<file path="config.mk">
export PLATFORM = sky130hd
export DESIGN_NAME = reg_file
export DESIGN_NICKNAME = d
export VERILOG_FILES = /design/src/logic/pipe_pkg.sv /design/src/logic/reg_file.sv
export VERILOG_INCLUDE_DIRS = /design/src /design/src/include
export SDC_FILE = /design/constraint.sdc
export NUM_CORES = 2
export LEC_CHECK = 0
export BUFFER_PORTS_ARGS = -buffer_cell sky130_fd_sc_hd__buf_2
export CAP_MARGIN = 40
export CELL_PAD_IN_SITES_DETAIL_PLACEMENT = 0
export CELL_PAD_IN_SITES_GLOBAL_PLACEMENT = 1
export CORE_MARGIN = 2
export CORE_UTILIZATION = 40
export DETAILED_ROUTE_END_ITERATION = 8
export HOLD_SLACK_MARGIN = 0.12
export PLACE_DENSITY_LB_ADDON = 0.2
export RECOVER_POWER = 50
export SETUP_SLACK_MARGIN = 0.2
export SYNTH_ARGS = -nofsm -noshare
export SYNTH_HDL_FRONTEND = slang
export SYNTH_SLANG_ARGS = --single-unit
export TNS_END_PERCENT = 50
</file>
<file path="constraint.sdc">
create_clock -name clock -period 2.8 [get_ports clock]
set_input_delay 0.14 -clock clock [delete_from_list [all_inputs] [get_ports clock]]
set_output_delay 0.14 -clock clock [all_outputs]
set_load 0.02 [all_outputs]
</file>
<file path="src/include/pipe_params.svh">
`ifndef PIPE_PARAMS_SVH
`define PIPE_PARAMS_SVH

// Datapath sizes
`define WORD_WIDTH     64
`define INST_WIDTH     32
`define REG_COUNT      32
`define REG_IDX_WIDTH  5
`define ZERO_REG       5'd31
`define COUNT_WIDTH    16

`define HALT_INST      32'h0000_0555

// Operate format opcodes
`define OP_INTA        6'h10
`define OP_INTL        6'h11
`define OP_SHIFT       6'h12

// Function codes, meaning depends on opcode
`define FN_ADDQ        7'h20
`define FN_SUBQ        7'h29
`define FN_CMPEQ       7'h2d
`define FN_CMPULT      7'h1d
`define FN_AND         7'h00
`define FN_BIS         7'h20
`define FN_XOR         7'h40
`define FN_SLL         7'h39
`define FN_SRL         7'h34

`define STATUS_NO_ERROR 4'h0
`define STATUS_HALTED   4'h1

`endif

</file>
<file path="src/logic/pipe_pkg.sv">
`default_nettype none

`include "pipe_params.svh"

package pipe_pkg;

  typedef logic [`WORD_WIDTH-1:0]    word_t;
  typedef logic [`INST_WIDTH-1:0]    inst_t;
  typedef logic [`REG_IDX_WIDTH-1:0] reg_idx_t;
  typedef logic [3:0]                alu_op_t;
  typedef logic [3:0]                status_t;
  typedef logic [`COUNT_WIDTH-1:0]   count_t;

  // Internal ALU operations picked by decode
  localparam alu_op_t ALU_ADD    = 4'd0;
  localparam alu_op_t ALU_SUB    = 4'd1;
  localparam alu_op_t ALU_CMPEQ  = 4'd2;
  localparam alu_op_t ALU_CMPULT = 4'd3;
  localparam alu_op_t ALU_AND    = 4'd4;
  localparam alu_op_t ALU_BIS    = 4'd5;
  localparam alu_op_t ALU_XOR    = 4'd6;
  localparam alu_op_t ALU_SLL    = 4'd7;
  localparam alu_op_t ALU_SRL    = 4'd8;

  typedef enum logic {
    RUN,
    HALTED
  } decode_state_e;

endpackage

`default_nettype wire

</file>
<file path="src/logic/reg_file.sv">
`default_nettype none

`include "pipe_params.svh"

module reg_file import pipe_pkg::*;
(
  input  logic     clock,
  input  logic     arst_n,
  input  reg_idx_t rd_a_idx,
  input  reg_idx_t rd_b_idx,
  output word_t    rd_a_data,
  output word_t    rd_b_data,
  input  logic     wr_en,
  input  reg_idx_t wr_idx,
  input  word_t    wr_data
);

  word_t regs [`REG_COUNT];

  always_ff @(posedge clock or negedge arst_n)
  begin
    if (!arst_n)
    begin
      for (int i = 0; i < `REG_COUNT; i++)
        regs[i] <= '0;
    end
    else if (wr_en && wr_idx != `ZERO_REG)
      regs[wr_idx] <= wr_data;
  end

  // Zero register first, then write-through
  assign rd_a_data = (rd_a_idx == `ZERO_REG)             ? '0      :
                     (wr_en && wr_idx == rd_a_idx)        ? wr_data : regs[rd_a_idx];
  assign rd_b_data = (rd_b_idx == `ZERO_REG)             ? '0      :
                     (wr_en && wr_idx == rd_b_idx)        ? wr_data : regs[rd_b_idx];

endmodule

`default_nettype wire

</file>
==> impl_results.md <==
- Slew Viols, Final: 1211
- Power per cell area: 709.4 mW/mm²
- Crit path setup slack, layout: -159.8 ps
- Die width: 525.3 µm
- Placeable Area: 0.2705 mm²
- Largest regs: regs: 2048 flops
- Vias per cell: 6.523
- GRT Resource Usage Total: 30.74%
- Root buffer selected by CTS: clkbuf_16
- I/O Pins: 210
- Yosys top cell area share: 47.16%
- DRT Pass-1 Iters: 5
- Hold WC Path Type: in -> reg
- Worst Skew: 0 ps
- Initial DRC count: 7607
- Area grow syn2layout: 17.96%
- CP Data Required Time: 3550 ps
- Routed Antenna Nets: 0
- Filler cells: 23.76k
- Cell taking the most area after synthesis: dfrtp_1
- Tmin final: 2960 ps
- Crit-path max FO: 18
- Failing checks: capacitance limit, slew limit, setup timing
- GR Overflow Total: 0
- Initial antenna violation count: 25
- Number of unique standard cell types used by synthesis: 61
- First-pass GRT wire length: 609900 µm
- Area of the die: 0.2759 mm²
- Share of cells above drive strength 1: 55.57%
- # rows: 191
- Critical Path End Type: flop
- H-tree levels: 4
- RSZ-0062 raised after global routing: true
- Setup-failing EPs final: 62
- CP Cell Sequence: clkbuf_1, nand3b_1, nor2_1, clkbuf_1, buf_12, mux2_2
- Synthesized area per cell: 14.59 µm²
- Drt wl/cell: 37.45 µm
- Initial Utilization: 40.17%
- Clk buf depth: 4
- Ys async rst share: 100.0%
- Leak Pwr: 0.05550 µW
- Synth Register Bits: 2048
- Synthesized area: 0.1087 mm²
- WP buf/inv: 3
- DP HPWL: 259200 µm
- CP max-delay cell: clkbuf_1
- Placer Congestion: 0.8305
- Mapped Cells: 7447
- Relative slew slack: -76.89%
- IO Port Bufs: 209
- CTS buffer count: 237
- Crit path kind: in -> reg
- Hold slack final: 189.6 ps
- Final Instance Area: 0.1282 mm²
- Critical path's largest stage delay: 1890 ps
- Crit path top cell by count: clkbuf_1
- Die Height: 525.3 µm
- Reg with most FFs: regs
- CTS tree: built
- Routed wire length: 429600 µm
- FMAX: 0.3379 GHz
- Post-synth EDFFs: 0
- Run status: finished with violations
- Crit path DAT: 3710 ps
- Delay-heaviest family, CP: buffers and inverters
- Setup Total Neg Slack: -5040 ps
- Hold Fails Final Rpt: 0
- Clock sink count: 2048
- Most common flop cell mapped by yosys: dfrtp_1
- Critical Path Start Type: primary input
- Count of max-cap constraint violations: 28
- Nets: 7790
- YS warnings: 0
- Worst-margin pin slew: 2653 ps
- Via count of the first global-routing pass: 77.36k
- Area of placed instances: 0.1176 mm²
- Syn Nets: 7529
- DRC viols: 0
- Clock slew at reported path FFs: 60 ps
- Post-route insts no fill: 11.47k
- Max FFs per register: 2048
- Synth area leaders: dfrtp_1, mux2_2, mux4_2, mux2i_1, clkbuf_1
- Final critical-path share of the clock period: 105.7%
- Post-synthesis sequential area ratio: 47.16%
- Worst skew pair latency: 940 ps
- Largest net degree at the start of global routing: 109
- Placed Instances: 10.89k
- Finished Core Util: 47.39%
- Vias: 74.83k
- Peak VDD IR: 504.8 µV
-- what timing repair did --
action | 4_1_cts | 5_1_grt
setup endpoints to repair | 127 | 128
hold buffers | 67 | 0
buffers inserted | 57 | 21
pin swaps | 263 | 195
hold endpoints to repair | 4032 | 0
gates resized for setup | 441 | 192
-- Yosys cell counts (3+ instances only) --
master / number
dfrtp_1: 2048
mux2_2: 1985
mux4_2: 827
clkbuf_1: 528
mux2i_1: 383
nand2_1: 256
buf_2: 251
a22oi_1: 203
a21oi_1: 132
o22ai_1: 92
o221ai_1: 83
a32o_1: 77
a211oi_1: 75
nor2_1: 56
a221oi_1: 51
o21ai_0: 48
buf_4: 38
mux2_1: 28
a22o_1: 26
nor3_1: 24
buf_1: 23
nand3_1: 22
a221o_1: 21
buf_6: 21
a31oi_1: 16
nor2b_1: 15
and3_1: 14
nand2b_1: 9
nor2_2: 9
a32oi_1: 8
a211o_1: 6
and2_1: 6
xnor2_1: 6
nand3b_1: 5
nor3b_1: 5
o31ai_1: 5
inv_1: 4
or2_2: 4
xor2_1: 4
buf_8: 3
nor4_1: 3
o2bb2ai_1: 3
o41ai_1: 3
-- final cells by class --
cell class              count  area, µm²  area share [%]
diodes                      8      20.02         0.01562
clock buffers             353       7061           5.507
clock inverters            71      730.7          0.5700
inverters                   5      23.77         0.01854
multi-input cells        4527      55380           43.20
flip-flops and latches   2048      51250           39.98
well taps                3570       4467           3.484
repair buffers            889       9270           7.231
-- layout by cell type (no fill, tap or decap), drive strengths merged, types with 65 or more instances in the layout --
cell type and n:
clkbuf 432, a211oi 75, mux2 2013, mux2i 383, mux4 827, o22ai 92, a21oi 132, a22oi 203
nor2 65, dlygate4sd3 67, nand2 257, buf 743, a32o 77, dfrtp 2048, o221ai 83
-- worst min-delay path, delay by kind of cell --
family,cells,cell delay [ps]
buffers and inverters,2,360
and+or+nand+nor,3,350
muxes,1,190
-- kinds of logic (layout without fill, tap and decap cells) --
kind of cell | after synthesis | after routing | share of synthesized area [%]
compound gates | 862 | 862 | 5.870
xor+xnor | 10 | 10 | 0.08058
buf+inv | 872 | 1318 | 3.639
flops | 2048 | 2048 | 47.16
mux | 3223 | 3223 | 41.52
other cells | 0 | 8 | 0
simple gates | 432 | 432 | 1.732
-- path summary, 6_finish.rpt --
check | startpoint | to | slack, ps | depth (start not counted)
hold / removal | wr_idx[1] | regs[1377]$_DFFE_PN0P_ | 190 | 6
hold reg to reg | regs[20]$_DFFE_PN0P_ | regs[20]$_DFFE_PN0P_ | 400 | 0
setup reg to reg | regs[1372]$_DFFE_PN0P_ | regs[1372]$_DFFE_PN0P_ | 1780 | 3
min in group asynchronous | arst_n | regs[1968]$_DFFE_PN0P_ | 220 | 3
setup / recovery | wr_idx[4] | regs[1209]$_DFFE_PN0P_ | -160 | 6
max in group asynchronous | arst_n | regs[402]$_DFFE_PN0P_ | 340 | 4
-- power breakdown --
group | switching, µW | leakage, µW | internal (µW) | total (µW)
combinational | 8530 | 0.0254 | 11400 | 20000
sequential | 4240 | 0.0263 | 35200 | 39500
clock | 13100 | 0.00386 | 18400 | 31500
-- metrics by stage --
stage	power [µW]	setup WS (ps)
after floorplan	51720	554.0
after global placement	57650	-606.9
after detailed placement	58360	-18.16
after CTS	90870	-212.8
after global routing	94480	-206.8
final	90940	-159.8
-- metal layers --
layer	GRT usage (%)	wire [µm]	part of all wire (%)
met2	48.33	198600	46
met1	42.69	182000	42
met5	0	64	0.015
met4	10.82	17900	4.2
met3	5.625	31080	7.2
(Power assumes the default switching activity.)
