## src/include/pipe_params.svh

```systemverilog
`ifndef PIPE_PARAMS_SVH
`define PIPE_PARAMS_SVH

// Datapath sizes
`define WORD_WIDTH     64
`define INST_WIDTH     32
`define REG_COUNT      32
`define REG_IDX_WIDTH  5
`define ZERO_REG       5'd31
`define COUNT_WIDTH    16

`define HALT_INST      32'h0000_0555

// Operate format opcodes
`define OP_INTA        6'h10
`define OP_INTL        6'h11
`define OP_SHIFT       6'h12

// Function codes, meaning depends on opcode
`define FN_ADDQ        7'h20
`define FN_SUBQ        7'h29
`define FN_CMPEQ       7'h2d
`define FN_CMPULT      7'h1d
`define FN_AND         7'h00
`define FN_BIS         7'h20
`define FN_XOR         7'h40
`define FN_SLL         7'h39
`define FN_SRL         7'h34

`define STATUS_NO_ERROR 4'h0
`define STATUS_HALTED   4'h1

`endif

```

## src/logic/pipe_pkg.sv

```systemverilog
`default_nettype none

`include "pipe_params.svh"

package pipe_pkg;

  typedef logic [`WORD_WIDTH-1:0]    word_t;
  typedef logic [`INST_WIDTH-1:0]    inst_t;
  typedef logic [`REG_IDX_WIDTH-1:0] reg_idx_t;
  typedef logic [3:0]                alu_op_t;
  typedef logic [3:0]                status_t;
  typedef logic [`COUNT_WIDTH-1:0]   count_t;

  // Internal ALU operations picked by decode
  localparam alu_op_t ALU_ADD    = 4'd0;
  localparam alu_op_t ALU_SUB    = 4'd1;
  localparam alu_op_t ALU_CMPEQ  = 4'd2;
  localparam alu_op_t ALU_CMPULT = 4'd3;
  localparam alu_op_t ALU_AND    = 4'd4;
  localparam alu_op_t ALU_BIS    = 4'd5;
  localparam alu_op_t ALU_XOR    = 4'd6;
  localparam alu_op_t ALU_SLL    = 4'd7;
  localparam alu_op_t ALU_SRL    = 4'd8;

  typedef enum logic {
    RUN,
    HALTED
  } decode_state_e;

endpackage

`default_nettype wire

```

## src/logic/result_if.sv

```systemverilog
`default_nettype none

// Executed instruction on its way to commit
interface result_if import pipe_pkg::*; ();

  logic     valid;
  inst_t    ir;
  reg_idx_t dest;
  word_t    value;
  logic     wr;
  logic     halt;

  modport source (
    output valid, ir, dest, value, wr, halt
  );

  modport sink (
    input valid, ir, dest, value, wr, halt
  );

endinterface

`default_nettype wire

```

## src/logic/result_stage.sv

```systemverilog
`default_nettype none

`include "pipe_params.svh"

module result_stage import pipe_pkg::*;
(
  input  logic     clock,
  input  logic     arst_n,
  result_if.sink   result,
  output logic     commit_valid,
  output inst_t    commit_ir,
  output logic     commit_wr_en,
  output reg_idx_t commit_wr_idx,
  output word_t    commit_wr_data,
  output count_t   completed_count,
  output status_t  error_status
);

  //////////////////////////////////////////////////
  // Commit ports, straight from the result register

  assign commit_valid   = result.valid;
  assign commit_ir      = result.ir;
  assign commit_wr_en   = result.valid && result.wr; // Also the regfile write
  assign commit_wr_idx  = result.dest;
  assign commit_wr_data = result.value;

  // Illegal words and the halt count as well
  always_ff @(posedge clock or negedge arst_n)
  begin
    if (!arst_n)
    begin
      completed_count <= '0;
      error_status    <= `STATUS_NO_ERROR;
    end
    else if (result.valid)
    begin
      completed_count <= completed_count + 1'b1;
      if (result.halt)
        error_status <= `STATUS_HALTED; // Sticky
    end
  end

endmodule

`default_nettype wire

```

## src/flat_wrapper.sv

```systemverilog
// flat-port wrapper written by rule: the top's interface ports become plain ports
module result_stage_flat import pipe_pkg::*;
  (clock, arst_n, commit_valid, commit_ir, commit_wr_en, commit_wr_idx, commit_wr_data, completed_count, error_status, result_valid, result_ir, result_dest, result_value, result_wr, result_halt);
  result_if result_i ();
  input  logic clock;
  input  logic arst_n;
  output logic commit_valid;
  output inst_t commit_ir;
  output logic commit_wr_en;
  output reg_idx_t commit_wr_idx;
  output word_t commit_wr_data;
  output count_t completed_count;
  output status_t error_status;
  input wire logic [$bits(result_i.valid)-1:0] result_valid;
  input wire logic [$bits(result_i.ir)-1:0] result_ir;
  input wire logic [$bits(result_i.dest)-1:0] result_dest;
  input wire logic [$bits(result_i.value)-1:0] result_value;
  input wire logic [$bits(result_i.wr)-1:0] result_wr;
  input wire logic [$bits(result_i.halt)-1:0] result_halt;
  assign result_i.valid = result_valid;
  assign result_i.ir = result_ir;
  assign result_i.dest = result_dest;
  assign result_i.value = result_value;
  assign result_i.wr = result_wr;
  assign result_i.halt = result_halt;
  result_stage u_core (.clock(clock), .arst_n(arst_n), .result(result_i), .commit_valid(commit_valid), .commit_ir(commit_ir), .commit_wr_en(commit_wr_en), .commit_wr_idx(commit_wr_idx), .commit_wr_data(commit_wr_data), .completed_count(completed_count), .error_status(error_status));
endmodule
```

## config.mk

```make
export PLATFORM = sky130hd
export DESIGN_NAME = result_stage_flat
export DESIGN_NICKNAME = d
export VERILOG_FILES = /design/src/logic/pipe_pkg.sv /design/src/logic/result_if.sv /design/src/logic/result_stage.sv /design/src/flat_wrapper.sv
export VERILOG_INCLUDE_DIRS = /design/src /design/src/include
export SDC_FILE = /design/constraint.sdc
export NUM_CORES = 1
export LEC_CHECK = 0
export ABC_AREA = 1
export BUFFER_PORTS_ARGS = -buffer_cell sky130_fd_sc_hd__buf_2
export CORE_AREA = 3 3 87 89
export CTS_BUF_LIST = sky130_fd_sc_hd__clkbuf_16
export DETAILED_ROUTE_END_ITERATION = 16
export DIE_AREA = 0 0 90 92
export GPL_TIMING_DRIVEN = 0
export PLACE_DENSITY = 0.75
export SLEW_MARGIN = 15
export SYNTH_ARGS = -nofsm -noshare
export SYNTH_HDL_FRONTEND = slang
export SYNTH_SLANG_ARGS = --single-unit
```

## constraint.sdc

```tcl
create_clock -name clock -period 1.5 [get_ports clock]
set_input_delay 0.225 -clock clock [delete_from_list [all_inputs] [get_ports clock]]
set_output_delay 0.225 -clock clock [all_outputs]
set_load 0.005 [all_outputs]
```

==> impl_metrics.toml <==
[power]
swShare_pct = 29.3
power_leakage_nw = 1.52
p_per_area_mw_per_mm2 = 746
p_int_w = 0.00133
seqPwrFrac_pct = 34.4
irDropWorstVdd_uv = 336
pwr-share-clk_pct = 28.0
comb_power_share_pct = 37.5
p_switching_w = 0.000553

[worst_hold_path]
hold_path_depth = 2
min_path_type = "primary input to register"
hp-start = "result_halt"

[sta]
finalWorstSetupSlack_ps = 180
tns_ps = 0
fin_skew_ps = 1.69
fin_crit_ps = 1320
fin_crit_sh_pct = 88.0
timing.fmax_ghz = 0.758
finalHoldViolCount = 0
finalSetupViolations = 0
finalMaxSlewViolations = 0
rsz0062_at_grt = "no"

[worst_setup_path]
crit_chain = "ha_1 -> nand2_1 -> nor2_4 -> nand3b_4 -> o21ai_0 -> nand2_1"
cp.required_ps = 1630
cp.arrival_ps = 1450
cp_common_cell = "nand2_1"
slowest_delay_ps = 390
cpMaxStageDelayCell = "dfrtp_1"
cp-end-kind = "register"
critPathMaxFanout = 7
timing.rr.start = "u_core.completed_count[1]"
crit_type = "register to register"
cp.buffers_inverters = 0
worstSetupPathDepth = 6
ff2ff_path_depth = 6
critPathTopFamily = "simple AND/OR/NAND/NOR gates"
critPathLaunchType = "register"
critPathLaunch = "u_core.completed_count[1]"

[global_routing]
grt_pass1_wl_um = 6340
antenna_found_initial = 0
track_usage_pct = 9.23
grt_pass1_vias = 1504
grt_overflow = 0
grt_max_degree = 18

[route]
wl_per_cell_um = 9.58
drtIter0Drc = 47
ant_nets = 0
drc = 0
dr_total_vias = 1601
vias_per_cell = 3.63
dr.pass1.iters = 4
wirelength_um = 4230

[placed_design]
gp_congestion = 0.789
port_buffers = 124
place_ws_ps = 156
detailedPlacementHpwl_um = 3800

[layout]
num_antenna_cells = 0
syn2layout_area_growth_pct = 50.3
final_util_pct = 37.0
fin_nets = 453
nFillCells = 699
drive_gt1_share_pct = 69.6

[yosys]
synth-seq-area-share_pct = 25.3
yosys_most_used_dff = "dfrtp_1"
ys_ff_latch = 17
synth_common_cells = "105 x buf_4, 28 x nand2_1, 18 x inv_1"
ys.warnings.count = 0
synth-edff-count = 0
synth_area_leaders = "buf_4 47%, dfrtp_1 25%, nand2_1 6.3%"
synth.distinct_cells = 19
synth_most_common_cell = "buf_4"
synth_top_cell_by_area = "buf_4"
synthDominantCellAreaShare_pct = 46.9
avgSynthCellArea_um2 = 7.89
synth_area_mm2 = 0.00168
synthCells = 213
postSynth.asyncResetShare_pct = 100

[clocking]
cts_tree = "done"
cts.sinks = 17
clkTransAtPathRegs_ps = 50
numCtsBuffers = 3
clockBufferDepth = 2
clockRootBuffer = "clkbuf_16"
clk_latency_ps = 250
cts_resized = 0
cts_max_level = 1

[floorplanning]
die_h_um = 92
fp-row-count = 30
io_pins = 229
die_w_um = 90
initial_core_util_pct = 24.6
core_area_mm2 = 0.00683
die-area_mm2 = 0.00828

[outcome]
status = "completed"

[job]
cap_violations = 0
==> kinds of logic after synthesis <==
group / after synthesis / share of synthesized area, %
buffers and inverters: 124 / 51.2
AND/OR/NAND/NOR: 58 / 16.8
flip-flops: 17 / 25.3
XOR/XNOR: 9 / 4.69
AO/OA/AOI/OAI: 3 / 1.04
adder cells (fa/ha/maj): 1 / 0.744
other: 1 / 0.223
==> area by class of cell <==
class / instances / area (um^2) / area share (%)
Clock inverter: 1 / 3.75 / 0.149
Sequential cell: 17 / 425 / 16.8
Tap cell: 96 / 120 / 4.76
Clock buffer: 3 / 75.1 / 2.97
Multi-Input combinational cell: 74 / 402 / 15.9
Buffer: 106 / 793 / 31.4
Inverter: 18 / 67.6 / 2.68
Timing Repair Buffer: 126 / 638 / 25.3
==> layer usage <==
layer | global-route usage [%] | routed length, um | vias to the layer above
met5 | 0 | 0 | -
met4 | 5.10 | 108 | 0
met3 | 3.77 | 505 | 7
met2 | 18.1 | 2320 | 115
met1 | 7.76 | 1290 | 674
li1 | - | - | 805
==> worst paths after layout <==
path,end,slack [ps]
worst min-delay path,u_core.error_status[0],180
min in group asynchronous,u_core.completed_count[3],450
worst min register to register,u_core.error_status[0],460
worst max register to register,u_core.completed_count[14],180
worst max-delay path,u_core.completed_count[14],180
max in group asynchronous,u_core.completed_count[8],780
==> registers in the layout, summed over array words and instances, names as in the netlist <==
name                    count
u_core.error_status         1
u_core.completed_count     16
==> power by group through the flow <==
stage	Sequential, W	Clock [W]	Combinational (W)
floorplan	0.000657	0	0.000416
global placement	0.000654	0	0.000684
detailed placement	0.000665	0	0.000696
CTS	0.000657	0.000551	0.000699
global route	0.000667	0.000567	0.000789
finish	0.000649	0.000528	0.000707
==> per-stage QoR <==
step / hold WS, ps / cells / instance area [um^2] / power, W
3_5_place_dp: 171 / 435 / 2430 / 0.00136
6_report: 182 / 441 / 2520 / 0.00188
2_1_floorplan: -70.6 / 215 / 1690 / 0.00107
3_3_place_gp: 169 / 435 / 2430 / 0.00134
4_1_cts: 185 / 440 / 2520 / 0.00191
5_1_grt: 199 / 441 / 2520 / 0.00202
==> repair_timing <==
item / CTS / global route
hold buffers: 1 / 0
endpoints found under the setup margin: 0 / 1
setup buffers: 0 / 1
hold endpoints to repair: 17 / 0
==> cells in the final DEF (no fill, tap or decap) <==
cell type / instances
buf_2: 125
nand2_2: 1
xor2_1: 4
nand4_1: 5
nand3b_4: 1
conb_1: 3
buf_4: 106
clkbuf_16: 3
xnor2_1: 5
a21o_1: 1
dfrtp_1: 17
nor2_2: 2
nor2_4: 2
ha_1: 1
inv_1: 19
o21ai_0: 2
nor2_1: 9
nor3_1: 4
dlygate4sd3_1: 1
nand3_1: 6
nand2_1: 28
Power figures use the tool's default switching activity.
