<file path="config.mk">
export PLATFORM = sky130hd
export DESIGN_NAME = decode_stage_flat
export DESIGN_NICKNAME = d
export VERILOG_FILES = /design/src/logic/pipe_pkg.sv /design/src/logic/issue_if.sv /design/src/logic/decode_stage.sv /design/src/flat_wrapper.sv
export VERILOG_INCLUDE_DIRS = /design/src /design/src/include
export SDC_FILE = /design/constraint.sdc
export NUM_CORES = 1
export LEC_CHECK = 0
export ABC_AREA = 1
export BUFFER_PORTS_ARGS = -buffer_cell sky130_fd_sc_hd__clkbuf_2
export CAP_MARGIN = 20
export CORE_AREA = 2 2 159 161
export DETAILED_ROUTE_END_ITERATION = 7
export DIE_AREA = 0 0 161 163
export SETUP_SLACK_MARGIN = 0.4
export SKIP_CTS_REPAIR_TIMING = 1
export SLEW_MARGIN = 30
export SYNTH_ARGS = -nofsm -noshare
export SYNTH_HDL_FRONTEND = slang
export SYNTH_SLANG_ARGS = --single-unit
export TNS_END_PERCENT = 30
</file>
<file path="constraint.sdc">
create_clock -name clock -period 2.5 [get_ports clock]
set_input_delay 0.375 -clock clock [delete_from_list [all_inputs] [get_ports clock]]
set_output_delay 0.375 -clock clock [all_outputs]
set_load 0.005 [all_outputs]
</file>
<file path="src/include/pipe_params.svh">
`ifndef PIPE_PARAMS_SVH
`define PIPE_PARAMS_SVH

// Datapath sizes
`define WORD_WIDTH     64
`define INST_WIDTH     32
`define REG_COUNT      32
`define REG_IDX_WIDTH  5
`define ZERO_REG       5'd31
`define COUNT_WIDTH    16

`define HALT_INST      32'h0000_0555

// Operate format opcodes
`define OP_INTA        6'h10
`define OP_INTL        6'h11
`define OP_SHIFT       6'h12

// Function codes, meaning depends on opcode
`define FN_ADDQ        7'h20
`define FN_SUBQ        7'h29
`define FN_CMPEQ       7'h2d
`define FN_CMPULT      7'h1d
`define FN_AND         7'h00
`define FN_BIS         7'h20
`define FN_XOR         7'h40
`define FN_SLL         7'h39
`define FN_SRL         7'h34

`define STATUS_NO_ERROR 4'h0
`define STATUS_HALTED   4'h1

`endif

</file>
<file path="src/logic/pipe_pkg.sv">
`default_nettype none

`include "pipe_params.svh"

package pipe_pkg;

  typedef logic [`WORD_WIDTH-1:0]    word_t;
  typedef logic [`INST_WIDTH-1:0]    inst_t;
  typedef logic [`REG_IDX_WIDTH-1:0] reg_idx_t;
  typedef logic [3:0]                alu_op_t;
  typedef logic [3:0]                status_t;
  typedef logic [`COUNT_WIDTH-1:0]   count_t;

  // Internal ALU operations picked by decode
  localparam alu_op_t ALU_ADD    = 4'd0;
  localparam alu_op_t ALU_SUB    = 4'd1;
  localparam alu_op_t ALU_CMPEQ  = 4'd2;
  localparam alu_op_t ALU_CMPULT = 4'd3;
  localparam alu_op_t ALU_AND    = 4'd4;
  localparam alu_op_t ALU_BIS    = 4'd5;
  localparam alu_op_t ALU_XOR    = 4'd6;
  localparam alu_op_t ALU_SLL    = 4'd7;
  localparam alu_op_t ALU_SRL    = 4'd8;

  typedef enum logic {
    RUN,
    HALTED
  } decode_state_e;

endpackage

`default_nettype wire

</file>
<file path="src/logic/issue_if.sv">
`default_nettype none

// Decoded instruction from decode to execute, ALU value comes back
interface issue_if import pipe_pkg::*; ();

  logic     valid;
  inst_t    ir;
  alu_op_t  alu_op;
  word_t    opa;
  word_t    opb;
  reg_idx_t dest;
  logic     wr;
  logic     halt;
  word_t    alu_value; // Combinational, for forwarding

  modport decode (
    output valid, ir, alu_op, opa, opb, dest, wr, halt,
    input  alu_value
  );

  modport execute (
    input  valid, ir, alu_op, opa, opb, dest, wr, halt,
    output alu_value
  );

endinterface

`default_nettype wire

</file>
<file path="src/logic/decode_stage.sv">
`default_nettype none

`include "pipe_params.svh"

module decode_stage import pipe_pkg::*;
(
  input  logic     clock,
  input  logic     arst_n,
  input  logic     inst_valid,
  input  inst_t    inst,
  output logic     inst_ready,
  output reg_idx_t rd_a_idx,
  output reg_idx_t rd_b_idx,
  input  word_t    rd_a_data,
  input  word_t    rd_b_data,
  issue_if.decode  issue
);

  decode_state_e state;
  logic          accept;
  logic          dec_valid;
  inst_t         dec_ir;
  logic [5:0]    opcode;
  logic [6:0]    func;
  reg_idx_t      ra;
  reg_idx_t      rb;
  reg_idx_t      rc;
  logic          use_lit;
  alu_op_t       alu_op;
  logic          legal;
  logic          is_halt;
  word_t         opa;
  word_t         fwd_b;
  word_t         opb;

  //////////////////////////////////////////////////
  // Input handshake and decode register

  assign inst_ready = (state == RUN);
  assign accept     = inst_valid && inst_ready;

  always_ff @(posedge clock or negedge arst_n)
  begin
    if (!arst_n)
    begin
      state     <= RUN;
      dec_valid <= 1'b0;
    end
    else
    begin
      dec_valid <= accept;
      if (accept && inst == `HALT_INST)
        state <= HALTED; // Stays here until reset
    end
  end

  always_ff @(posedge clock)
  begin
    if (accept)
      dec_ir <= inst;
  end

  //////////////////////////////////////////////////
  // Field decode

  assign opcode   = dec_ir[31:26];
  assign ra       = dec_ir[25:21];
  assign rb       = dec_ir[20:16];
  assign use_lit  = dec_ir[12];
  assign func     = dec_ir[11:5];
  assign rc       = dec_ir[4:0];
  assign is_halt  = (dec_ir == `HALT_INST);
  assign rd_a_idx = ra;
  assign rd_b_idx = rb;

  always_comb
  begin
    legal  = 1'b1;
    alu_op = ALU_ADD;
    case (opcode)
      `OP_INTA:
        case (func)
          `FN_ADDQ:   alu_op = ALU_ADD;
          `FN_SUBQ:   alu_op = ALU_SUB;
          `FN_CMPEQ:  alu_op = ALU_CMPEQ;
          `FN_CMPULT: alu_op = ALU_CMPULT;
          default:    legal  = 1'b0;
        endcase
      `OP_INTL:
        case (func)
          `FN_AND:  alu_op = ALU_AND;
          `FN_BIS:  alu_op = ALU_BIS;
          `FN_XOR:  alu_op = ALU_XOR;
          default:  legal  = 1'b0;
        endcase
      `OP_SHIFT:
        case (func)
          `FN_SLL:  alu_op = ALU_SLL;
          `FN_SRL:  alu_op = ALU_SRL;
          default:  legal  = 1'b0;
        endcase
      default: legal = 1'b0; // Halt lands here too
    endcase
  end

  // Instruction one ahead wins over the register file
  assign opa   = (issue.wr && issue.dest == ra) ? issue.alu_value : rd_a_data;
  assign fwd_b = (issue.wr && issue.dest == rb) ? issue.alu_value : rd_b_data;
  assign opb   = use_lit ? word_t'(dec_ir[20:13]) : fwd_b; // Zero-extended literal

  //////////////////////////////////////////////////
  // Issue register

  always_ff @(posedge clock or negedge arst_n)
  begin
    if (!arst_n)
    begin
      issue.valid <= 1'b0;
      issue.wr    <= 1'b0;
      issue.halt  <= 1'b0;
    end
    else
    begin
      issue.valid <= dec_valid;
      issue.wr    <= dec_valid && legal && (rc != `ZERO_REG);
      issue.halt  <= dec_valid && is_halt;
    end
  end

  always_ff @(posedge clock)
  begin
    issue.ir     <= dec_ir;
    issue.alu_op <= alu_op;
    issue.opa    <= opa;
    issue.opb    <= opb;
    issue.dest   <= rc;
  end

endmodule

`default_nettype wire

</file>
<file path="src/flat_wrapper.sv">
// flat-port wrapper written by rule: the top's interface ports become plain ports
module decode_stage_flat import pipe_pkg::*;
  (clock, arst_n, inst_valid, inst, inst_ready, rd_a_idx, rd_b_idx, rd_a_data, rd_b_data, issue_valid, issue_ir, issue_alu_op, issue_opa, issue_opb, issue_dest, issue_wr, issue_halt, issue_alu_value);
  issue_if issue_i ();
  input  logic clock;
  input  logic arst_n;
  input  logic inst_valid;
  input  inst_t inst;
  output logic inst_ready;
  output reg_idx_t rd_a_idx;
  output reg_idx_t rd_b_idx;
  input  word_t rd_a_data;
  input  word_t rd_b_data;
  output wire logic [$bits(issue_i.valid)-1:0] issue_valid;
  output wire logic [$bits(issue_i.ir)-1:0] issue_ir;
  output wire logic [$bits(issue_i.alu_op)-1:0] issue_alu_op;
  output wire logic [$bits(issue_i.opa)-1:0] issue_opa;
  output wire logic [$bits(issue_i.opb)-1:0] issue_opb;
  output wire logic [$bits(issue_i.dest)-1:0] issue_dest;
  output wire logic [$bits(issue_i.wr)-1:0] issue_wr;
  output wire logic [$bits(issue_i.halt)-1:0] issue_halt;
  input wire logic [$bits(issue_i.alu_value)-1:0] issue_alu_value;
  assign issue_valid = issue_i.valid;
  assign issue_ir = issue_i.ir;
  assign issue_alu_op = issue_i.alu_op;
  assign issue_opa = issue_i.opa;
  assign issue_opb = issue_i.opb;
  assign issue_dest = issue_i.dest;
  assign issue_wr = issue_i.wr;
  assign issue_halt = issue_i.halt;
  assign issue_i.alu_value = issue_alu_value;
  decode_stage u_core (.clock(clock), .arst_n(arst_n), .inst_valid(inst_valid), .inst(inst), .inst_ready(inst_ready), .rd_a_idx(rd_a_idx), .rd_b_idx(rd_b_idx), .rd_a_data(rd_a_data), .rd_b_data(rd_b_data), .issue(issue_i));
endmodule
</file>
==> results of run 1 <==
==> metrics by stage <==
stage	worst slack, ns	util	cell area [um2]	hold slack [ns]
floorplan	0.763	-	7080	0.0794
global placement	0.622	0.379	9350	0.223
detailed placement	0.630	0.379	9350	0.226
CTS	0.591	0.408	10100	-0.315
global route	0.469	0.408	10100	0.0503
finish	0.670	0.409	10100	0.0678
==> cells in the final DEF (no fill, tap or decap), drive strengths merged <==
cell type / Yosys / layout
clkbuf: 13 / 442
nand2: 180 / 180
dfxtp: 164 / 164
inv: 94 / 94
nand3: 82 / 82
o21ai: 65 / 65
a21oi: 60 / 60
edfxtp: 32 / 32
nor2: 27 / 27
buf: 43 / 11
nor4: 8 / 8
dfrtp: 5 / 5
clkinv: 0 / 5
nor3: 4 / 4
nand4: 4 / 4
o211ai: 4 / 4
diode: 0 / 3
o22ai: 3 / 3
xor2: 2 / 2
nand3b: 2 / 2
clkinvlp: 0 / 2
a21boi: 1 / 1
or2: 1 / 1
bufinv: 0 / 1
dlygate4sd3: 0 / 1
==> metal layers <==
layer,global-route usage,vias to the layer above,share of wire
li1,-,3333,-
met1,0.217,2955,0.39
met2,0.309,304,0.48
met3,0.0611,43,0.097
met4,0.0528,4,0.025
met5,0,-,0.0011
==> cells by family after synthesis <==
group | share of synthesized area
flops | 0.617
compound gates | 0.0963
simple gates | 0.185
buf+inv | 0.0990
xor+xnor | 0.00248
==> how the worst max path moves through the flow <==
stage,start,endpoint,cells after the start
3_3_place_gp,u_core.dec_ir[19],u_core.issue.opb[7],8
5_1_grt,u_core.dec_ir[16],u_core.issue.opb[7],7
2_1_floorplan,inst_valid,u_core.state,6
6_report,u_core.dec_ir[16],u_core.issue.opb[7],7
3_5_place_dp,u_core.dec_ir[16],u_core.issue.opb[7],7
4_1_cts,u_core.dec_ir[16],u_core.issue.opb[7],7
==> flip-flops by register name, summed over array words and instances, names as in the netlist <==
name / flops
u_core.issue.valid: 1
u_core.issue.wr: 1
u_core.issue.alu_op: 4
u_core.issue.opa: 64
u_core.dec_valid: 1
u_core.issue.opb: 64
u_core.dec_ir: 32
u_core.issue.halt: 1
u_core.state: 1
u_core.issue.ir: 32
==> critical path, stage by stage (launching register included) <==
cell and delay (ns):
edfxtp_1 0.52, nor2_1 0.08, nand3b_1 0.20, nor2_4 0.15, buf_4 0.33, nand3_1 0.18, nand3_1 0.17, nand2_1 0.07
==> area by class of cell <==
class	count	area, um2
antenna	3	7.51
clock buffer	33	643
clock inverter	8	70.1
fill	2518	14600
inverter	94	353
multi-input combinational	443	2040
sequential	201	4370
tap	330	413
timing repair buffer	421	2190
==> power by group through the flow <==
stage	registers [mW]	logic [mW]	clock network [mW]
floorplan	3.47	0.0963	0
global placement	3.46	0.418	0
detailed placement	3.46	0.421	0
CTS	3.39	0.424	3.30
global route	3.39	0.472	3.41
finish	3.39	0.420	3.21
==> impl_metrics.tcl, run 1 <==
set metrics [dict create \
    crit_arrival_ns 2.22 \
    hpwl_um 19300 \
    clock_latency_ns 0.50 \
    setup_viol 0 \
    first_pass_iters 5 \
    avgSynthCellArea_um2 8.91 \
    syn_to_final_growth_pct 42.4 \
    period_share 0.732 \
    fin_total_pwr_mw 7.02 \
    startpoint_type "register" \
    ys_ff_latch 201 \
    seqPwrFrac 0.483 \
    worstHoldPathType "input pin to register" \
    cp-end-kind "register" \
    synth_seq_area_share 0.617 \
    hold_path_end "u_core.dec_ir[3]" \
    root_buffer "clkbuf_16" \
    dp.cells 1488 \
    viasPerCell 4.33 \
    cts_tree "built" \
    yosys_warnings 0 \
    crit_required_ns 2.89 \
    synth.most_common_cell "nand2_1" \
    syn_nets 1021 \
    hold_start "inst[3]" \
    yosysUniqueCellTypes 25 \
    die_h_um 163 \
    syn_inst 794 \
    initial_utilization 0.287 \
    final-instance-count-excl-fill 1533 \
    reg2reg_depth 7 \
    clock_skew_ns 0.00723 \
    synth_edf_count 32 \
    drt_iter0_markers 362 \
    grt-ovfl-total 0 \
    vdd_drop_max_mv 0.465 \
    synth-async-reset-ratio 0.0249 \
    power_density_nw_per_um2 696 \
    min_period_ns 1.83 \
    outcome "finished, final reports clean" \
    ios 410 \
    drv_slew 0 \
    num_rows 58 \
    numCtsBuffers 23 \
    dieArea_um2 26200 \
    drtAntennaViolNets 0 \
    worst_pin_slew_ns 0.781 \
    wire_per_inst_um 16.3 \
    whs_path_depth 1 \
    remaining_drc_errors 0 \
    nNetsFinal 1411 \
    synthTopCellsByCount "nand2_1, dfxtp_1, inv_1" \
    netlist_area_um2 7080 \
    io_buffers 409 \
    rsz0062_at_grt "false" \
    grt_pass1_wl_um 36600 \
    layout-drive-gt1-share 0.382 \
    crit_type "register to register" \
    r2r_end "u_core.issue.opb[7]" \
    p_leak_nw 5.28 \
    tns_ns 0 \
    critPathMaxFanout 31 \
    track_usage 0.181 \
    r2r_slack_ns 0.67 \
    cts.sinks 201 \
    clockPowerShare 0.457 \
    cts-htree-levels 1 \
    cts.clk_slew.worst_paths_ns 0.06 \
    max_freq_mhz 547 \
    grt_max_degree 67 \
    power.switching_mw 1.54 \
    grt_pass1_vias 6378 \
    vias 6639 \
    clk_path_buf_depth 3 \
    hold_viol 0 \
    synth_top_area_cell "dfxtp_1" \
    p_comb_frac 0.060 \
    r2r_start "u_core.dec_ir[16]" \
    switching_share 0.219 \
    synth_area_leaders "dfxtp_1, edfxtp_1, nand2_1, nand3_1, inv_1" \
    synth_top_cell_area_share 0.464 \
    drv_cap 0 \
    antenna_found_initial 5 \
    routed_wl_um 25000 \
    core_um2 24700 \
    intPower_mw 5.48 \
    die_w_um 161 \
    ys.flop_type "dfxtp_1" \
    relSlewSlack 0.479 \
    gp_congestion 0.876 \
]
Power figures use the tool's default switching activity.
==> run 2: changes to the inputs <==
--- a/config.mk
+++ b/config.mk
@@ -6,12 +6,12 @@
 export SDC_FILE = /design/constraint.sdc
 export NUM_CORES = 1
 export LEC_CHECK = 0
-export ABC_AREA = 1
+export ABC_AREA = 0
 export BUFFER_PORTS_ARGS = -buffer_cell sky130_fd_sc_hd__clkbuf_2
 export CAP_MARGIN = 20
-export CORE_AREA = 2 2 159 161
+export CORE_AREA = 2 2 160 162
 export DETAILED_ROUTE_END_ITERATION = 7
-export DIE_AREA = 0 0 161 163
+export DIE_AREA = 0 0 162 164
 export SETUP_SLACK_MARGIN = 0.4
 export SKIP_CTS_REPAIR_TIMING = 1
 export SLEW_MARGIN = 30
==> constraint.sdc (replaced) <==
create_clock -name clock -period 1.58 [get_ports clock]
set_input_delay 0.237 -clock clock [delete_from_list [all_inputs] [get_ports clock]]
set_output_delay 0.237 -clock clock [all_outputs]
set_load 0.005 [all_outputs]
==> run 2 against run 1 <==
The run now ends with hold timing, setup timing left. Sequential cell count is the same. Synthesized area grew 2.5%. Fmax shrank 3.1%. Setup slack lost 0.98 ns. Clock skew grew 0.016 ns. Largest power group unchanged. Critical endpoint is now u_core.issue.opa[18]. Synthesized cell count shrank 24%.
==> impl_metrics.tcl, run 2 <==
set metrics [dict create \
    syn_nets 827 \
    r2r_slack_ns -0.31 \
    numCtsBuffers 22 \
    layout_setup_ws_ns -0.308 \
    die_h_um 164 \
    cts.sinks 201 \
    core_um2 24800 \
    layout-drive-gt1-share 0.528 \
    drtAntennaViolNets 0 \
    synth_seq_area_share 0.602 \
    ys.flop_type "dfxtp_1" \
    viasPerCell 4.68 \
    crit_slowest_cell "edfxtp_1" \
    slowest_delay_ns 0.41 \
    synth_top_cell_area_share 0.453 \
    grt_max_degree 82 \
    antenna_found_initial 0 \
    r2r_start "u_core.dec_ir[25]" \
    vias 7489 \
    violations "hold timing, setup timing" \
    grt_pass1_vias 6168 \
    grt_pass1_wl_um 35700 \
    yosys_warnings 0 \
    endpoint "u_core.issue.opa[18]" \
    cts-htree-levels 1 \
    cp-end-kind "register" \
    cts_tree "built" \
    avgSynthCellArea_um2 12.1 \
    yosysUniqueCellTypes 41 \
    remaining_drc_errors 0 \
    critPathBufInv 2 \
    critPathMaxFanout 6 \
    setup_viol 81 \
    finalHoldWorstSlack_ns -0.0138 \
    hpwl_um 19400 \
    placed_cell_area_um2 9960 \
    relSlewSlack 0.700 \
    period_share 1.19 \
    track_usage 0.177 \
    p_leak_nw 6.07 \
    vdd_drop_max_mv 0.721 \
    num_rows 58 \
    layout_commonest_cell "clkbuf_2" \
    synth_area_leaders "dfxtp_1, edfxtp_1, mux2_4, nand3_1, o21ai_0" \
    startpoint_type "register" \
    crit_required_ns 1.96 \
    gp_congestion 0.832 \
    top_regs "u_core.issue.opa (64), u_core.issue.opb (64)" \
    stdcell_area_um2 13500 \
    syn_to_final_growth_pct 86.6 \
    crit_type "register to register" \
    rsz0062_at_grt "true" \
    clk_path_buf_depth 3 \
    drv_cap 0 \
    nFillCells 2061 \
    clock_skew_ns 0.0230 \
    nNetsFinal 1481 \
    io_buffers 409 \
    first_pass_iters 5 \
    drt_iter0_markers 482 \
    clock_latency_ns 0.51 \
    synth.most_common_cell "dfxtp_1" \
    critical-path-top-delay-family "simple AND/OR/NAND/NOR gates" \
    reg2reg_depth 6 \
    hold_viol 4 \
    netlist_area_um2 7250 \
    synthTopCellsByCount "dfxtp_1, mux2_4, nand3_1" \
    syn_inst 600 \
    routed_wl_um 31200 \
    critPathLaunch "u_core.dec_ir[25]" \
    root_buffer "clkbuf_16" \
    initial_utilization 0.292 \
    worstHoldPathType "input pin to register" \
    cts.clk_slew.worst_paths_ns 0.06 \
    fin_total_pwr_mw 11.4 \
    min_period_ns 1.89 \
    worst-path-stages 6 \
    wire_per_inst_um 19.5 \
    ios 410 \
    layout_common_cells "clkbuf_2, dlygate4sd3_1, dfxtp_1, buf_2, mux2_4" \
    synth_top_area_cell "dfxtp_1" \
    dieArea_um2 26600 \
    synth_edf_count 32 \
    power_density_nw_per_um2 845 \
    r2r_end "u_core.issue.opa[18]" \
    drv_slew 0 \
    ys_ff_latch 201 \
    grt-ovfl-total 0 \
    synth-async-reset-ratio 0.0249 \
    outcome "finished, violations left" \
    path_cells "xor2_1, nor4_2, and3_4, buf_4, clkbuf_16, mux2_4" \
    crit_arrival_ns 2.27 \
    die_w_um 162 \
    worst_pin_slew_ns 0.444 \
    max_freq_mhz 530 \
]
run 2: cell families (layout without fill, tap and decap cells):
group,Yosys count,count (layout),synth area share
compound gates,130,130,0.0964
xor+xnor,11,11,0.0133
buf+inv,66,736,0.0576
flops,201,201,0.602
mux,64,64,0.130
other cells,0,1,0
simple gates,128,128,0.0999
run 2: where the power goes:
part	internal [mW]	leakage [nW]	switching, mW
Combinational	0.757	4.02	0.406
Sequential	5.33	1.73	0.0440
Clock	2.80	0.330	2.09
Total	8.89	6.07	2.54
run 2: metal layers:
metal  vias up  GRT usage  wire (um)
li1       3457          -          -
met1      3554      0.206      11500
met2       382      0.318      16300
met3        96     0.0485       2340
met4         0     0.0507       1150
met5         -          0          0
run 2: cell type report:
| cell class | count | area (um2) | area share |
|---|---|---|---|
| diodes | 1 | 2.50 | 0.000185 |
| clock buffers | 32 | 639 | 0.0472 |
| clock inverters | 8 | 41.3 | 0.00305 |
| inverters | 9 | 33.8 | 0.00250 |
| multi-input cells | 333 | 2840 | 0.210 |
| flip-flops and latches | 201 | 4390 | 0.325 |
| well taps | 330 | 413 | 0.0305 |
| repair buffers | 687 | 5160 | 0.382 |
run 2: worst min path at each step:
stage | startpoint | endpoint | cells past startpoint
CTS | arst_n | u_core.issue.wr | 1
finish | rd_b_data[57] | u_core.issue.opb[57] | 3
global route | issue_alu_value[10] | u_core.issue.opa[10] | 2
detailed placement | arst_n | u_core.state | 1
floorplan | arst_n | u_core.dec_valid | 0
global placement | arst_n | u_core.state | 1
run 2: worst reg2reg max path, stage by stage, from the launching register on:
cell	delay [ns]
edfxtp_1	0.41
xor2_1	0.18
nor4_2	0.31
and3_4	0.26
buf_4	0.15
clkbuf_16	0.17
mux2_4	0.31
run 2: stage by stage:
stage / instances / TNS (ns) / util / setup slack [ns]
detailed placement: 1345 / -23.91 / 0.401 / -0.318
finish: 1601 / -18.28 / 0.545 / -0.308
floorplan: 600 / -8.57 / - / -0.141
global route: 1600 / -28.47 / 0.545 / -0.409
CTS: 1385 / -24.74 / 0.429 / -0.326
global placement: 1345 / -18.61 / 0.401 / -0.298
==> run 3: changes to the inputs <==
--- a/config.mk
+++ b/config.mk
@@ -9,9 +9,12 @@
 export ABC_AREA = 0
 export BUFFER_PORTS_ARGS = -buffer_cell sky130_fd_sc_hd__clkbuf_2
 export CAP_MARGIN = 20
-export CORE_AREA = 2 2 160 162
+export CELL_PAD_IN_SITES_DETAIL_PLACEMENT = 1
+export CELL_PAD_IN_SITES_GLOBAL_PLACEMENT = 2
+export CORE_MARGIN = 2
+export CORE_UTILIZATION = 28
 export DETAILED_ROUTE_END_ITERATION = 7
-export DIE_AREA = 0 0 162 164
+export PLACE_DENSITY_LB_ADDON = 0.1
 export SETUP_SLACK_MARGIN = 0.4
 export SKIP_CTS_REPAIR_TIMING = 1
 export SLEW_MARGIN = 30
==> constraint.sdc (replaced) <==
create_clock -name clock -period 2.4 [get_ports clock]
set_input_delay 0.36 -clock clock [delete_from_list [all_inputs] [get_ports clock]]
set_output_delay 0.36 -clock clock [all_outputs]
set_load 0.005 [all_outputs]
==> run 3 against run 2 <==
The flow now finishes without violations. Wire length shrank 8.4%. Clock skew decreased by 0.014 ns. Critical path depth did not move. Count of clock-buffer cells in the layout unchanged. Critical path type unchanged. Critical endpoint is now u_core.issue.opa[42]. Largest cell class is now registers. Largest power group is now clock. Highest routed layer is now met5.
==> impl_metrics.tcl, run 3 (synthesis gave the netlist of run 2 again) <==
set metrics [dict create \
    syn_to_final_growth_pct 44.7 \
    drtAntennaViolNets 0 \
    outcome "finished, final reports clean" \
    startpoint_type "register" \
    path_cells "xor2_1, nor4_2, and3_4, buf_12, clkbuf_16, mux2_4" \
    numCtsBuffers 24 \
    die_h_um 165 \
    crit_required_ns 2.80 \
    r2r_start "u_core.dec_ir[25]" \
    remaining_drc_errors 0 \
    first_pass_iters 4 \
    setup_viol 0 \
    intPower_mw 5.91 \
    placed_cell_area_um2 9500 \
    min_period_ns 1.98 \
    critPathBufInv 2 \
    crit_slowest_cell "edfxtp_1" \
    root_buffer "clkbuf_16" \
    core_um2 25300 \
    worstHoldPathType "input pin to register" \
    hold_start "inst[8]" \
    antenna_found_initial 4 \
    final_util 0.414 \
    layout-drive-gt1-share 0.532 \
    worst_pin_slew_ns 0.880 \
    cts.clk_slew.worst_paths_ns 0.06 \
    tns_ns 0 \
    switching_share 0.219 \
    p_leak_nw 4.80 \
    rsz0062_at_grt "true" \
    layout_setup_ws_ns 0.417 \
    drv_cap 0 \
    cts-htree-levels 1 \
    clk_path_buf_depth 3 \
    ios 410 \
    hold_viol 0 \
    critPathMaxFanout 8 \
    initial_utilization 0.286 \
    critical-path-top-delay-family "simple AND/OR/NAND/NOR gates" \
    drt_iter0_markers 210 \
    post-place-ws_ns 0.258 \
    die_w_um 165 \
    hpwl_um 21200 \
    layout_common_cells "clkbuf_2, dfxtp_1, mux2_4, nand3_1, o21ai_0" \
    top_regs "u_core.issue.opa (64), u_core.issue.opb (64)" \
    nNetsFinal 1228 \
    routed_wl_um 28600 \
    clock_latency_ns 0.52 \
    cp-end-kind "register" \
    power.switching_mw 1.66 \
    clockPowerShare 0.474 \
    layout_commonest_cell "clkbuf_2" \
    clock_skew_ns 0.00935 \
    grt_max_degree 82 \
    period_share 0.826 \
    dieArea_um2 27200 \
    drv_slew 0 \
    cts_tree "built" \
    gp_congestion 0.793 \
    stdcell_area_um2 10500 \
    crit_type "register to register" \
    grt-ovfl-total 0 \
    p_comb_frac 0.060 \
    grt_pass1_vias 6503 \
    viasPerCell 4.57 \
    max_freq_mhz 504 \
    power_density_nw_per_um2 721 \
    vdd_drop_max_mv 0.395 \
    wire_per_inst_um 21.2 \
    crit_arrival_ns 2.39 \
    seqPwrFrac 0.466 \
    critPathLaunch "u_core.dec_ir[25]" \
    vias 6180 \
    track_usage 0.194 \
    relSlewSlack 0.413 \
    cts.sinks 201 \
    grt_pass1_wl_um 39500 \
    slowest_delay_ns 0.43 \
    num_rows 58 \
    fin_total_pwr_mw 7.57 \
    io_buffers 409 \
]
-- run 3: cell types whose count changed in the layout (fill, tap and decap cells not counted), moves of 9 or more --
cell,delta
dfxtp_2,-19
o21ai_0,+31
nand3_2,-9
buf_2,-66
buf_6,-37
o21ai_2,-23
dfxtp_1,+19
dlygate4sd3_1,-197
nand3_1,+9
buf_4,-25
clkbuf_2,+86
-- run 3: layout make-up --
type,instances,area [um2]
diodes,2,5.00
clock buffers,32,692
clock inverters,12,88.8
fillers,2925,14800
inverters,9,33.8
multi-input cells,333,2500
flip-flops and latches,201,4370
well taps,330,413
repair buffers,432,2390
-- run 3: through the flow --
step,instances,hold slack [ns]
after CTS,1339,-0.356
after floorplan,600,0.0644
after detailed placement,1295,0.204
after global placement,1295,0.207
after global routing,1350,0.0147
final,1351,0.0275
-- run 3: power by group through the flow --
stage | Sequential (mW) | Clock [mW] | Combinational (mW)
global route | 3.54 | 3.85 | 0.500
global placement | 3.60 | 0 | 0.453
CTS | 3.53 | 3.71 | 0.459
detailed placement | 3.60 | 0 | 0.456
finish | 3.53 | 3.59 | 0.453
floorplan | 3.61 | 0 | 0.115
-- run 3: per-layer routing --
metal / part of all wire / GRT usage / vias to the layer above
met3: 0.081 / 0.0588 / 57
li1: - / - / 2958
met2: 0.51 / 0.354 / 247
met5: 0.00094 / 0 / -
met4: 0.034 / 0.0692 / 4
met1: 0.37 / 0.214 / 2914
-- run 3: path summary, 6_finish.rpt --
kind / to / slack (ns) / cells past startpoint
max reg2reg: u_core.issue.opa[42] / 0.42 / 6
min: u_core.dec_ir[8] / 0.03 / 1
min reg2reg: u_core.issue.ir[0] / 0.37 / 0
max: u_core.issue.opa[42] / 0.42 / 6
min in group asynchronous: u_core.issue.wr / 0.20 / 2
max in group asynchronous: u_core.issue.halt / 2.03 / 2
